--- config.mk ---
export PLATFORM = sky130hd
export DESIGN_NAME = host_link_top
export DESIGN_NICKNAME = d
export VERILOG_FILES = /design/src/rtl/host_link_pkg.sv /design/src/rtl/host_link_top.sv /design/src/rtl/reset_sequencer.sv /design/src/rtl/kbbuf_fifo.sv /design/src/rtl/spi_cmd_regs.sv /design/src/rtl/spi_msg_assembler.sv /design/src/rtl/spi_byte_rx.sv
export VERILOG_INCLUDE_DIRS = /design/src /design/src/rtl
export SDC_FILE = /design/constraint.sdc
export NUM_CORES = 1
export LEC_CHECK = 0
export BUFFER_PORTS_ARGS = -buffer_cell sky130_fd_sc_hd__buf_2
export CORE_MARGIN = 1
export CORE_UTILIZATION = 30
export DETAILED_ROUTE_END_ITERATION = 10
export SETUP_SLACK_MARGIN = 0.05
export SYNTH_ARGS = -nofsm -noshare
export SYNTH_HDL_FRONTEND = slang
export SYNTH_HIERARCHICAL = 1
export SYNTH_SLANG_ARGS = --single-unit
--- constraint.sdc ---
create_clock -name clk -period 7.15 [get_ports clk]
set_input_delay 0.715 -clock clk [delete_from_list [all_inputs] [get_ports clk]]
set_output_delay 0.715 -clock clk [all_outputs]
set_load 0.05 [all_outputs]
--- src/rtl/host_link_config.svh ---
`ifndef HOST_LINK_CONFIG_SVH
`define HOST_LINK_CONFIG_SVH

//////////////////////////////////////////////////////////////////////
// sizes
//////////////////////////////////////////////////////////////////////

// keyboard code buffer holds 2**KBBUF_DEPTH_LOG2 entries
`define KBBUF_DEPTH_LOG2 4

// data bytes after the command byte
`define PAYLOAD_BYTES 8

//////////////////////////////////////////////////////////////////////
// timing
//////////////////////////////////////////////////////////////////////

// length of the system reset pulse in clk cycles
`define RESET_HOLD_CYCLES 16

`endif
--- src/rtl/host_link_pkg.sv ---
package host_link_pkg;

    // command byte codes sent by the microcontroller
    typedef enum logic [7:0] {
        CMD_RESET           = 8'h01,
        CMD_SET_KEYB_MATRIX = 8'h10,
        CMD_SET_HCTRL       = 8'h11,
        CMD_WRITE_KBBUF16   = 8'h13,
        CMD_WRITE_GAMEPAD1  = 8'h14,
        CMD_WRITE_GAMEPAD2  = 8'h15
    } cmd_t;

    // keyboard scan code as queued for the core
    typedef logic [15:0] kb_code_t;

    // first two payload bytes as one value
    typedef struct packed {
        logic [15:0] value;
        logic [47:0] rest;
    } word16_view_t;

    // reset command flags in the first payload byte
    typedef struct packed {
        logic [5:0]  unused;
        logic        cold;
        logic        rsvd;
        logic [55:0] rest;
    } reset_view_t;

    // payload is left aligned, first data byte lands in [63:56]
    typedef union packed {
        logic [63:0]  raw;
        word16_view_t word16;
        reset_view_t  rst;
    } payload_t;

endpackage

--- src/rtl/host_link_top.sv ---
module host_link_top (
    input  logic                    clk,
    input  logic                    reset,
    input  logic                    sclk,
    input  logic                    mosi,
    input  logic                    ssel_n,
    input  logic                    kb_rd,
    output logic [63:0]             keys,
    output logic [7:0]              hctrl1,
    output logic [7:0]              hctrl2,
    output logic [63:0]             gamepad1,
    output logic [63:0]             gamepad2,
    output host_link_pkg::kb_code_t kb_rdata,
    output logic                    kb_empty,
    output logic                    sys_reset,
    output logic                    cold_boot
);
    import host_link_pkg::*;

    // byte level
    logic       byte_valid;
    logic [7:0] byte_data;
    logic       msg_start;
    logic       msg_stop;

    // message level
    cmd_t       spi_cmd;
    payload_t   spi_rxdata;
    logic       spi_msg_end;

    // register block strobes
    logic       kb_wr_en;
    kb_code_t   kb_wr_data;
    logic       reset_req;
    logic       reset_req_cold;

    //////////////////////////////////////////////////////////////////////
    // spi front end
    //////////////////////////////////////////////////////////////////////

    spi_byte_rx u_byte_rx (
        .clk        (clk),
        .reset      (reset),
        .sclk       (sclk),
        .mosi       (mosi),
        .ssel_n     (ssel_n),
        .byte_valid (byte_valid),
        .byte_data  (byte_data),
        .msg_start  (msg_start),
        .msg_stop   (msg_stop)
    );

    spi_msg_assembler u_msg_asm (
        .clk         (clk),
        .reset       (reset),
        .byte_valid  (byte_valid),
        .byte_data   (byte_data),
        .msg_start   (msg_start),
        .msg_stop    (msg_stop),
        .spi_cmd     (spi_cmd),
        .spi_rxdata  (spi_rxdata),
        .spi_msg_end (spi_msg_end)
    );

    //////////////////////////////////////////////////////////////////////
    // command registers and their consumers
    //////////////////////////////////////////////////////////////////////

    spi_cmd_regs u_cmd_regs (
        .clk            (clk),
        .reset          (reset),
        .spi_msg_end    (spi_msg_end),
        .spi_cmd        (spi_cmd),
        .spi_rxdata     (spi_rxdata),
        .keys           (keys),
        .hctrl1         (hctrl1),
        .hctrl2         (hctrl2),
        .gamepad1       (gamepad1),
        .gamepad2       (gamepad2),
        .kb_wr_en       (kb_wr_en),
        .kb_wr_data     (kb_wr_data),
        .reset_req      (reset_req),
        .reset_req_cold (reset_req_cold)
    );

    kbbuf_fifo u_kbbuf (
        .clk        (clk),
        .reset      (reset),
        .kb_wr_en   (kb_wr_en),
        .kb_wr_data (kb_wr_data),
        .kb_rd      (kb_rd),
        .kb_rdata   (kb_rdata),
        .kb_empty   (kb_empty)
    );

    reset_sequencer u_rst_seq (
        .clk            (clk),
        .reset          (reset),
        .reset_req      (reset_req),
        .reset_req_cold (reset_req_cold),
        .sys_reset      (sys_reset),
        .cold_boot      (cold_boot)
    );

endmodule

--- src/rtl/reset_sequencer.sv ---
`include "host_link_config.svh"

module reset_sequencer (
    input  logic clk,
    input  logic reset,
    input  logic reset_req,
    input  logic reset_req_cold,
    output logic sys_reset,
    output logic cold_boot
);

    localparam int CW = $clog2(`RESET_HOLD_CYCLES + 1);
    localparam logic [CW-1:0] HOLD = CW'(`RESET_HOLD_CYCLES);

    logic [CW-1:0] hold_cnt;
    logic          cold_flag;

    // power-on counts as a cold start
    always_ff @(posedge clk or posedge reset) begin
        if (reset) begin
            hold_cnt  <= HOLD;
            cold_flag <= 1'b1;
        end else if (reset_req) begin
            hold_cnt  <= HOLD;
            cold_flag <= reset_req_cold;
        end else if (hold_cnt != '0) begin
            hold_cnt  <= hold_cnt - 1'b1;
        end
    end

    // high for HOLD cycles after the load
    assign sys_reset = (hold_cnt != '0);
    assign cold_boot = sys_reset & cold_flag;

    // a request keeps sys_reset up through the whole hold window
    assert property (@(posedge clk) disable iff (reset)
        reset_req |-> ##`RESET_HOLD_CYCLES sys_reset);

endmodule

--- src/rtl/kbbuf_fifo.sv ---
`include "host_link_config.svh"

module kbbuf_fifo (
    input  logic                    clk,
    input  logic                    reset,
    input  logic                    kb_wr_en,
    input  host_link_pkg::kb_code_t kb_wr_data,
    input  logic                    kb_rd,
    output host_link_pkg::kb_code_t kb_rdata,
    output logic                    kb_empty
);
    import host_link_pkg::*;

    localparam int AW    = `KBBUF_DEPTH_LOG2;
    localparam int DEPTH = 1 << AW;

    kb_code_t mem [DEPTH];

    // extra msb tells full from empty
    logic [AW:0] wr_ptr;
    logic [AW:0] rd_ptr;
    logic [AW:0] fill;
    logic        full;
    logic        do_wr;
    logic        do_rd;

    assign fill     = wr_ptr - rd_ptr;
    assign kb_empty = (wr_ptr == rd_ptr);
    assign full     = (wr_ptr[AW] != rd_ptr[AW]) && (wr_ptr[AW-1:0] == rd_ptr[AW-1:0]);

    assign do_wr    = kb_wr_en & ~full;
    assign do_rd    = kb_rd & ~kb_empty;

    //////////////////////////////////////////////////////////////////////
    // pointers
    //////////////////////////////////////////////////////////////////////

    always_ff @(posedge clk or posedge reset) begin
        if (reset) begin
            wr_ptr <= '0;
            rd_ptr <= '0;
        end else begin
            if (do_wr) begin
                wr_ptr <= wr_ptr + 1'b1;
            end
            if (do_rd) begin
                rd_ptr <= rd_ptr + 1'b1;
            end
        end
    end

    always_ff @(posedge clk) begin
        if (do_wr) begin
            mem[wr_ptr[AW-1:0]] <= kb_wr_data;
        end
    end

    // fall-through, head entry always on the output
    assign kb_rdata = mem[rd_ptr[AW-1:0]];

    assert property (@(posedge clk) disable iff (reset)
        fill <= (AW + 1)'(DEPTH));

endmodule

--- src/rtl/spi_cmd_regs.sv ---
module spi_cmd_regs (
    input  logic                    clk,
    input  logic                    reset,
    input  logic                    spi_msg_end,
    input  host_link_pkg::cmd_t     spi_cmd,
    input  host_link_pkg::payload_t spi_rxdata,
    output logic [63:0]             keys,
    output logic [7:0]              hctrl1,
    output logic [7:0]              hctrl2,
    output logic [63:0]             gamepad1,
    output logic [63:0]             gamepad2,
    output logic                    kb_wr_en,
    output host_link_pkg::kb_code_t kb_wr_data,
    output logic                    reset_req,
    output logic                    reset_req_cold
);
    import host_link_pkg::*;

    //////////////////////////////////////////////////////////////////////
    // command decode
    //////////////////////////////////////////////////////////////////////

    always_ff @(posedge clk or posedge reset) begin
        if (reset) begin
            // keys and hand controllers are active low, idle released
            keys           <= '1;
            hctrl1         <= 8'hff;
            hctrl2         <= 8'hff;
            gamepad1       <= '0;
            gamepad2       <= '0;
            kb_wr_en       <= 1'b0;
            reset_req      <= 1'b0;
            reset_req_cold <= 1'b0;
        end else begin
            kb_wr_en       <= 1'b0;
            reset_req      <= 1'b0;
            reset_req_cold <= 1'b0;
            if (spi_msg_end) begin
                case (spi_cmd)
                    CMD_RESET: begin
                        reset_req      <= 1'b1;
                        reset_req_cold <= spi_rxdata.rst.cold;
                    end
                    CMD_SET_KEYB_MATRIX: begin
                        keys <= spi_rxdata.raw;
                    end
                    CMD_SET_HCTRL: begin
                        {hctrl2, hctrl1} <= spi_rxdata.word16.value;
                    end
                    CMD_WRITE_KBBUF16: begin
                        kb_wr_en <= 1'b1;
                    end
                    CMD_WRITE_GAMEPAD1: begin
                        gamepad1 <= spi_rxdata.raw;
                    end
                    CMD_WRITE_GAMEPAD2: begin
                        gamepad2 <= spi_rxdata.raw;
                    end
                    default: begin
                        // unknown code, nothing changes
                    end
                endcase
            end
        end
    end

    // keyboard code travels alongside kb_wr_en
    always_ff @(posedge clk) begin
        if (spi_msg_end && spi_cmd == CMD_WRITE_KBBUF16) begin
            kb_wr_data <= spi_rxdata.word16.value;
        end
    end

    // one message is one command, so at most one strobe per message
    assert property (@(posedge clk) disable iff (reset)
        (kb_wr_en || reset_req) |=> !(kb_wr_en || reset_req));

endmodule

--- src/rtl/spi_msg_assembler.sv ---
`include "host_link_config.svh"

module spi_msg_assembler (
    input  logic                    clk,
    input  logic                    reset,
    input  logic                    byte_valid,
    input  logic [7:0]              byte_data,
    input  logic                    msg_start,
    input  logic                    msg_stop,
    output host_link_pkg::cmd_t     spi_cmd,
    output host_link_pkg::payload_t spi_rxdata,
    output logic                    spi_msg_end
);
    import host_link_pkg::*;

    // one count for the command byte plus one per payload byte
    localparam int CNT_W = $clog2(`PAYLOAD_BYTES + 2);
    localparam logic [CNT_W-1:0] CNT_MAX = CNT_W'(`PAYLOAD_BYTES + 1);

    logic [CNT_W-1:0] byte_cnt;
    logic             in_payload;

    assign in_payload = (byte_cnt != '0) && (byte_cnt <= CNT_W'(`PAYLOAD_BYTES));

    always_ff @(posedge clk or posedge reset) begin
        if (reset) begin
            byte_cnt    <= '0;
            spi_msg_end <= 1'b0;
        end else begin
            // a frame without a full command byte is silently dropped
            spi_msg_end <= msg_stop && (byte_cnt != '0);
            if (msg_start) begin
                byte_cnt <= '0;
            end else if (byte_valid && byte_cnt != CNT_MAX) begin
                // saturates, later bytes are ignored
                byte_cnt <= byte_cnt + 1'b1;
            end
        end
    end

    //////////////////////////////////////////////////////////////////////
    // command and payload capture
    //////////////////////////////////////////////////////////////////////

    always_ff @(posedge clk) begin
        if (msg_start) begin
            spi_rxdata.raw <= '0;
        end else if (byte_valid) begin
            if (byte_cnt == '0) begin
                spi_cmd <= cmd_t'(byte_data);
            end else if (in_payload) begin
                // byte n goes to [63-8(n-1) -: 8]
                spi_rxdata.raw[8 * (`PAYLOAD_BYTES - byte_cnt) +: 8] <= byte_data;
            end
        end
    end

endmodule

--- src/rtl/spi_byte_rx.sv ---
module spi_byte_rx (
    input  logic       clk,
    input  logic       reset,
    input  logic       sclk,
    input  logic       mosi,
    input  logic       ssel_n,
    output logic       byte_valid,
    output logic [7:0] byte_data,
    output logic       msg_start,
    output logic       msg_stop
);

    // [1] is the synchronized level, [2] its previous value
    logic [2:0] sclk_sync;
    logic [2:0] ssel_sync;
    logic [1:0] mosi_sync;

    logic       sclk_rise;
    logic       ssel_fall;
    logic       ssel_rise;
    logic       shift_en;
    logic [2:0] bit_cnt;
    logic [6:0] shift_reg;

    always_ff @(posedge clk or posedge reset) begin
        if (reset) begin
            sclk_sync <= 3'b000;
            ssel_sync <= 3'b111;
            mosi_sync <= 2'b00;
        end else begin
            sclk_sync <= {sclk_sync[1:0], sclk};
            ssel_sync <= {ssel_sync[1:0], ssel_n};
            mosi_sync <= {mosi_sync[0], mosi};
        end
    end

    assign sclk_rise = sclk_sync[1] & ~sclk_sync[2];
    assign ssel_fall = ~ssel_sync[1] & ssel_sync[2];
    assign ssel_rise = ssel_sync[1] & ~ssel_sync[2];

    // mode 0, sample on rising sclk while selected
    assign shift_en  = sclk_rise & ~ssel_sync[1];

    //////////////////////////////////////////////////////////////////////
    // edge stage, all pulses are registered here
    //////////////////////////////////////////////////////////////////////

    always_ff @(posedge clk or posedge reset) begin
        if (reset) begin
            msg_start  <= 1'b0;
            msg_stop   <= 1'b0;
            byte_valid <= 1'b0;
            bit_cnt    <= 3'd0;
        end else begin
            msg_start  <= ssel_fall;
            msg_stop   <= ssel_rise;
            byte_valid <= 1'b0;
            if (ssel_fall) begin
                bit_cnt <= 3'd0;
            end else if (shift_en) begin
                bit_cnt    <= bit_cnt + 3'd1;
                byte_valid <= (bit_cnt == 3'd7);
            end
        end
    end

    // msb first
    always_ff @(posedge clk) begin
        if (shift_en) begin
            shift_reg <= {shift_reg[5:0], mosi_sync[1]};
            if (bit_cnt == 3'd7) begin
                byte_data <= {shift_reg, mosi_sync[1]};
            end
        end
    end

    // bytes only complete inside a selected frame
    assert property (@(posedge clk) disable iff (reset)
        byte_valid |-> !ssel_sync[1]);

endmodule

==> results.rst <==
.. list-table::
   :header-rows: 1

   * - Metric
     - Value
   * - Upper clock frequency limit
     - 245 MHz
   * - Height of the die
     - about 280 µm
   * - Mean post-synth cell area
     - 17.4 µm²
   * - Critical path type
     - flip-flop to primary output
   * - Synth top area cells
     - sky130_fd_sc_hd__edfxtp_1 38%, sky130_fd_sc_hd__dfrtp_1 17%, sky130_fd_sc_hd__dfstp_2 9.5%
   * - Initial cell density of the core
     - 30.3%
   * - Maximum buffer depth of the clock tree
     - 3
   * - Post-route DRC
     - 0
   * - Max-cap violations
     - 0
   * - Worst Tran Pin Value
     - 1.18 ns
   * - H-tree depth
     - 3
   * - Part of the power in registers
     - 50.3%
   * - Area added between synthesis and finish
     - 19.0%
   * - Pre-CTS setup slack
     - 3.51 ns
   * - Clock root cell
     - sky130_fd_sc_hd__clkbuf_16
   * - Iteration-0 DRC count of the detailed router
     - 753
   * - Wire length of the first global-routing pass
     - slightly above 80 mm
   * - # setup viols final
     - 0
   * - Fraction of registers with async set or reset after synthesis
     - 40.7%
   * - Data required time of the worst path
     - 6.43 ns
   * - Total Power Consumption
     - 7.27 mW
   * - Portion of synthesized cell area occupied by the leading cell type
     - 37.6%
   * - Portion of netlist area occupied by mux cells
     - 19.3%
   * - Share of synthesized cell area in and, or, nand and nor gates
     - 4.99%
   * - Worst clock skew on the final layout
     - 0.0273 ns
   * - Static leakage power
     - 10.7 nW
   * - Number of antenna violations at the first check in global routing
     - 4
   * - Average wire per standard cell
     - 20.9 µm
   * - Crit Path Max Fanout
     - 35
   * - CTS tree
     - built
   * - GR Overflow Total
     - 0
   * - Final instance count without filler cells
     - 2695
   * - Minimum hold slack
     - 0.146 ns
   * - Xor/xnor share of the synthesized area
     - 0.771%
   * - Slowest cell on the critical path
     - sky130_fd_sc_hd__dfrtp_2
   * - Final critical delay including setup and external delays
     - 4.09 ns
   * - Pin count of the biggest net entering global routing
     - ~120
   * - Number of filler instances in the final layout
     - 7373
   * - Flops & latches, synth
     - about 600
   * - Routability-driven placement congestion ratio
     - 0.781
   * - Class of the tightest hold or removal check
     - input pin to asynchronous set/reset pin
   * - Number of detailed-route iterations in the first pass
     - 5
   * - Core Area
     - about 78000 µm²
   * - Arrival time of the worst setup path
     - 3.37 ns
   * - Most frequently used flop master after synthesis
     - sky130_fd_sc_hd__edfxtp_1
   * - Floorplan row count
     - 102
   * - Flip-flop count of the largest register after layout
     - 256
   * - Crit path cell chain
     - buf_4 -> mux4_2 -> o22ai_1 -> nor2_1 -> buf_2
   * - Critical Path Sink Type
     - primary output
   * - Final setup TNS
     - 0 ns
   * - Crit path launch
     - u_kbbuf/rd_ptr[1]
   * - NetSw
     - 1.59 mW
   * - Buffers and inverters on the worst path
     - 2
   * - Final #Nets
     - 1626
   * - Number of gates resized after cts
     - 0
   * - Relative max-transition margin
     - a little over a fifth
   * - FF/Latch Area
     - 16400 µm²
   * - IO Count
     - roughly 230
   * - Chip width
     - 282 µm
   * - Share of total power in the clock network
     - 46.7%
   * - PortBufs
     - 232
   * - Synth warn
     - 6
   * - Result of the run
     - complete, no violations
   * - Cts-stage hold buffer count
     - 0
   * - Cells after DPL
     - 2573
   * - Multi-input combinational cell area
     - 6770 µm²
   * - Startpoint kind of the worst setup timing path
     - flip-flop
   * - Endpoints failing hold
     - 0
   * - Most common cell in the synthesized netlist
     - sky130_fd_sc_hd__edfxtp_1
   * - Period utilisation layout
     - a little under three fifths
   * - Number of enable flip-flop cells after synthesis
     - 295
   * - Die outline area
     - 79600 µm²
   * - Slew Viols, Final
     - 0
   * - Synthesized netlist cell count
     - 1351
   * - Maximum vdd drop
     - 0.169 mV
   * - Power Internal
     - 5.69 mW
   * - Synthesized netlist net count
     - about 1400
   * - Clock Pin Slew Worst Setup and Hold Paths
     - 0.06 ns
   * - Clock insertion delay at the later pin of the skew report
     - 0.61 ns
   * - Netlist area before placement
     - 23500 µm²
   * - Post-CTS setup-driven buffer insertion count
     - 0
   * - Post-synthesis compound-gate area fraction
     - 2.17%
   * - Adder-cell area share of the yosys netlist
     - 0.957%
   * - Fraction of power spent switching nets
     - 21.8%
   * - Number of nets still failing antenna checks after routing
     - 0
   * - Unrepaired setup endpoints after global routing
     - false
   * - Largest delay contributor family on the critical path
     - flip-flops
   * - Power density of the placed cells
     - approximately 260 nW/µm²
   * - Top post-synthesis cells by count
     - 295 x sky130_fd_sc_hd__edfxtp_1, 161 x sky130_fd_sc_hd__dfrtp_1, 149 x sky130_fd_sc_hd__mux2_2
   * - Number of unique standard cell types used by synthesis
     - 69
   * - Count of clock tree sinks
     - about 610
   * - Vias in the first global route
     - 12900
   * - CTS buffer count
     - 67
   * - Total inserted antenna cells
     - 0
   * - Delay contributed by the slowest stage of the critical path
     - 1.02 ns
   * - Routed wire length
     - 56.3 mm
   * - DP Wirelength
     - between 30 and 40 mm
   * - Gate power share
     - 2.9%
   * - Largest area contributor in the netlist
     - sky130_fd_sc_hd__edfxtp_1
   * - Fraction of the yosys area taken by sequential cells
     - 69.7%
   * - Worst R2R Start
     - u_msg_asm/byte_cnt[0]
   * - Final worst setup slack
     - around 3.1 ns
   * - Combinational family with the most area after synthesis
     - multiplexers
   * - Via-per-instance ratio
     - 4.66
   * - Detailed-route via count
     - about 13000
   * - Fraction of layout cells with a size suffix above 1
     - 45.0%
   * - GRT Total Usage
     - 14.1%
## final timing paths
path                            slack [ns]                      end  cells after the start
worst max-delay path                  3.06             kb_rdata[15]                      5
worst min-delay path                  0.15    u_msg_asm/byte_cnt[3]                      2
worst max register to register        3.41  u_msg_asm/spi_rxdata[0]                     12
worst min register to register        0.35   u_byte_rx/mosi_sync[1]                      0
max in group asynchronous             5.07  u_cmd_regs/gamepad1[25]                      3
min in group clk                      0.22   u_byte_rx/mosi_sync[0]                      1
## per-layer routing
metal,part of all wire (%),routed length [µm],GRT usage (%)
met1,42,23700,18.3
met2,49,27600,23.1
met3,6.7,3800,3.34
met4,2.2,1240,4.45
met5,0,0,0
## kinds of logic (layout without fill, tap and decap cells)
logic type,after synthesis,in the layout
muxes,324,324
xor gates and xnor gates,19,19
AOI/OAI and AO/OA,79,79
and+or+nand+nor,227,227
DFF,605,605
buffers and inverters,79,383
adders and majority gates,18,18
## cell usage in the layout (no fill, tap or decap), types with 20 or more instances in the layout
master                      Yosys  routed
sky130_fd_sc_hd__nor2_1        79      77
sky130_fd_sc_hd__mux2_4        60      60
sky130_fd_sc_hd__dfxtp_1       64      64
sky130_fd_sc_hd__mux4_2        64      64
sky130_fd_sc_hd__clkbuf_16      0      69
sky130_fd_sc_hd__mux2_2       149     149
sky130_fd_sc_hd__a21oi_1       20      20
sky130_fd_sc_hd__mux2i_1       49      49
sky130_fd_sc_hd__edfxtp_1     295     295
sky130_fd_sc_hd__nand3_1       23      22
sky130_fd_sc_hd__dfrtp_1      161     157
sky130_fd_sc_hd__o22ai_1       32      32
sky130_fd_sc_hd__nand2_1       41      41
sky130_fd_sc_hd__buf_2         23     232
sky130_fd_sc_hd__dfstp_2       85      85
## final cells by class
cell class,instances,area share (%)
flip-flops and latches,605,58.6
multi-input cells,667,24.2
clock buffers,92,6.76
well taps,1040,4.65
repair buffers,246,4.52
clock inverters,30,1.09
inverters,15,0.228
## stage by stage
stage	area (µm²)	utilization [%]
detailed placement	25800	33.3
CTS	28000	36.1
global placement	25800	33.3
finish	28000	36.1
global route	28000	36.1
floorplan	23500	-
## power groups by stage
stage | clock network (mW) | registers, mW | logic, mW
finish | 3.40 | 3.66 | 0.214
CTS | 3.51 | 3.66 | 0.223
floorplan | 0 | 3.73 | 0.188
global route | 3.64 | 3.66 | 0.241
global placement | 0 | 3.73 | 0.214
detailed placement | 0 | 3.73 | 0.222
(Power assumes the default switching activity.)
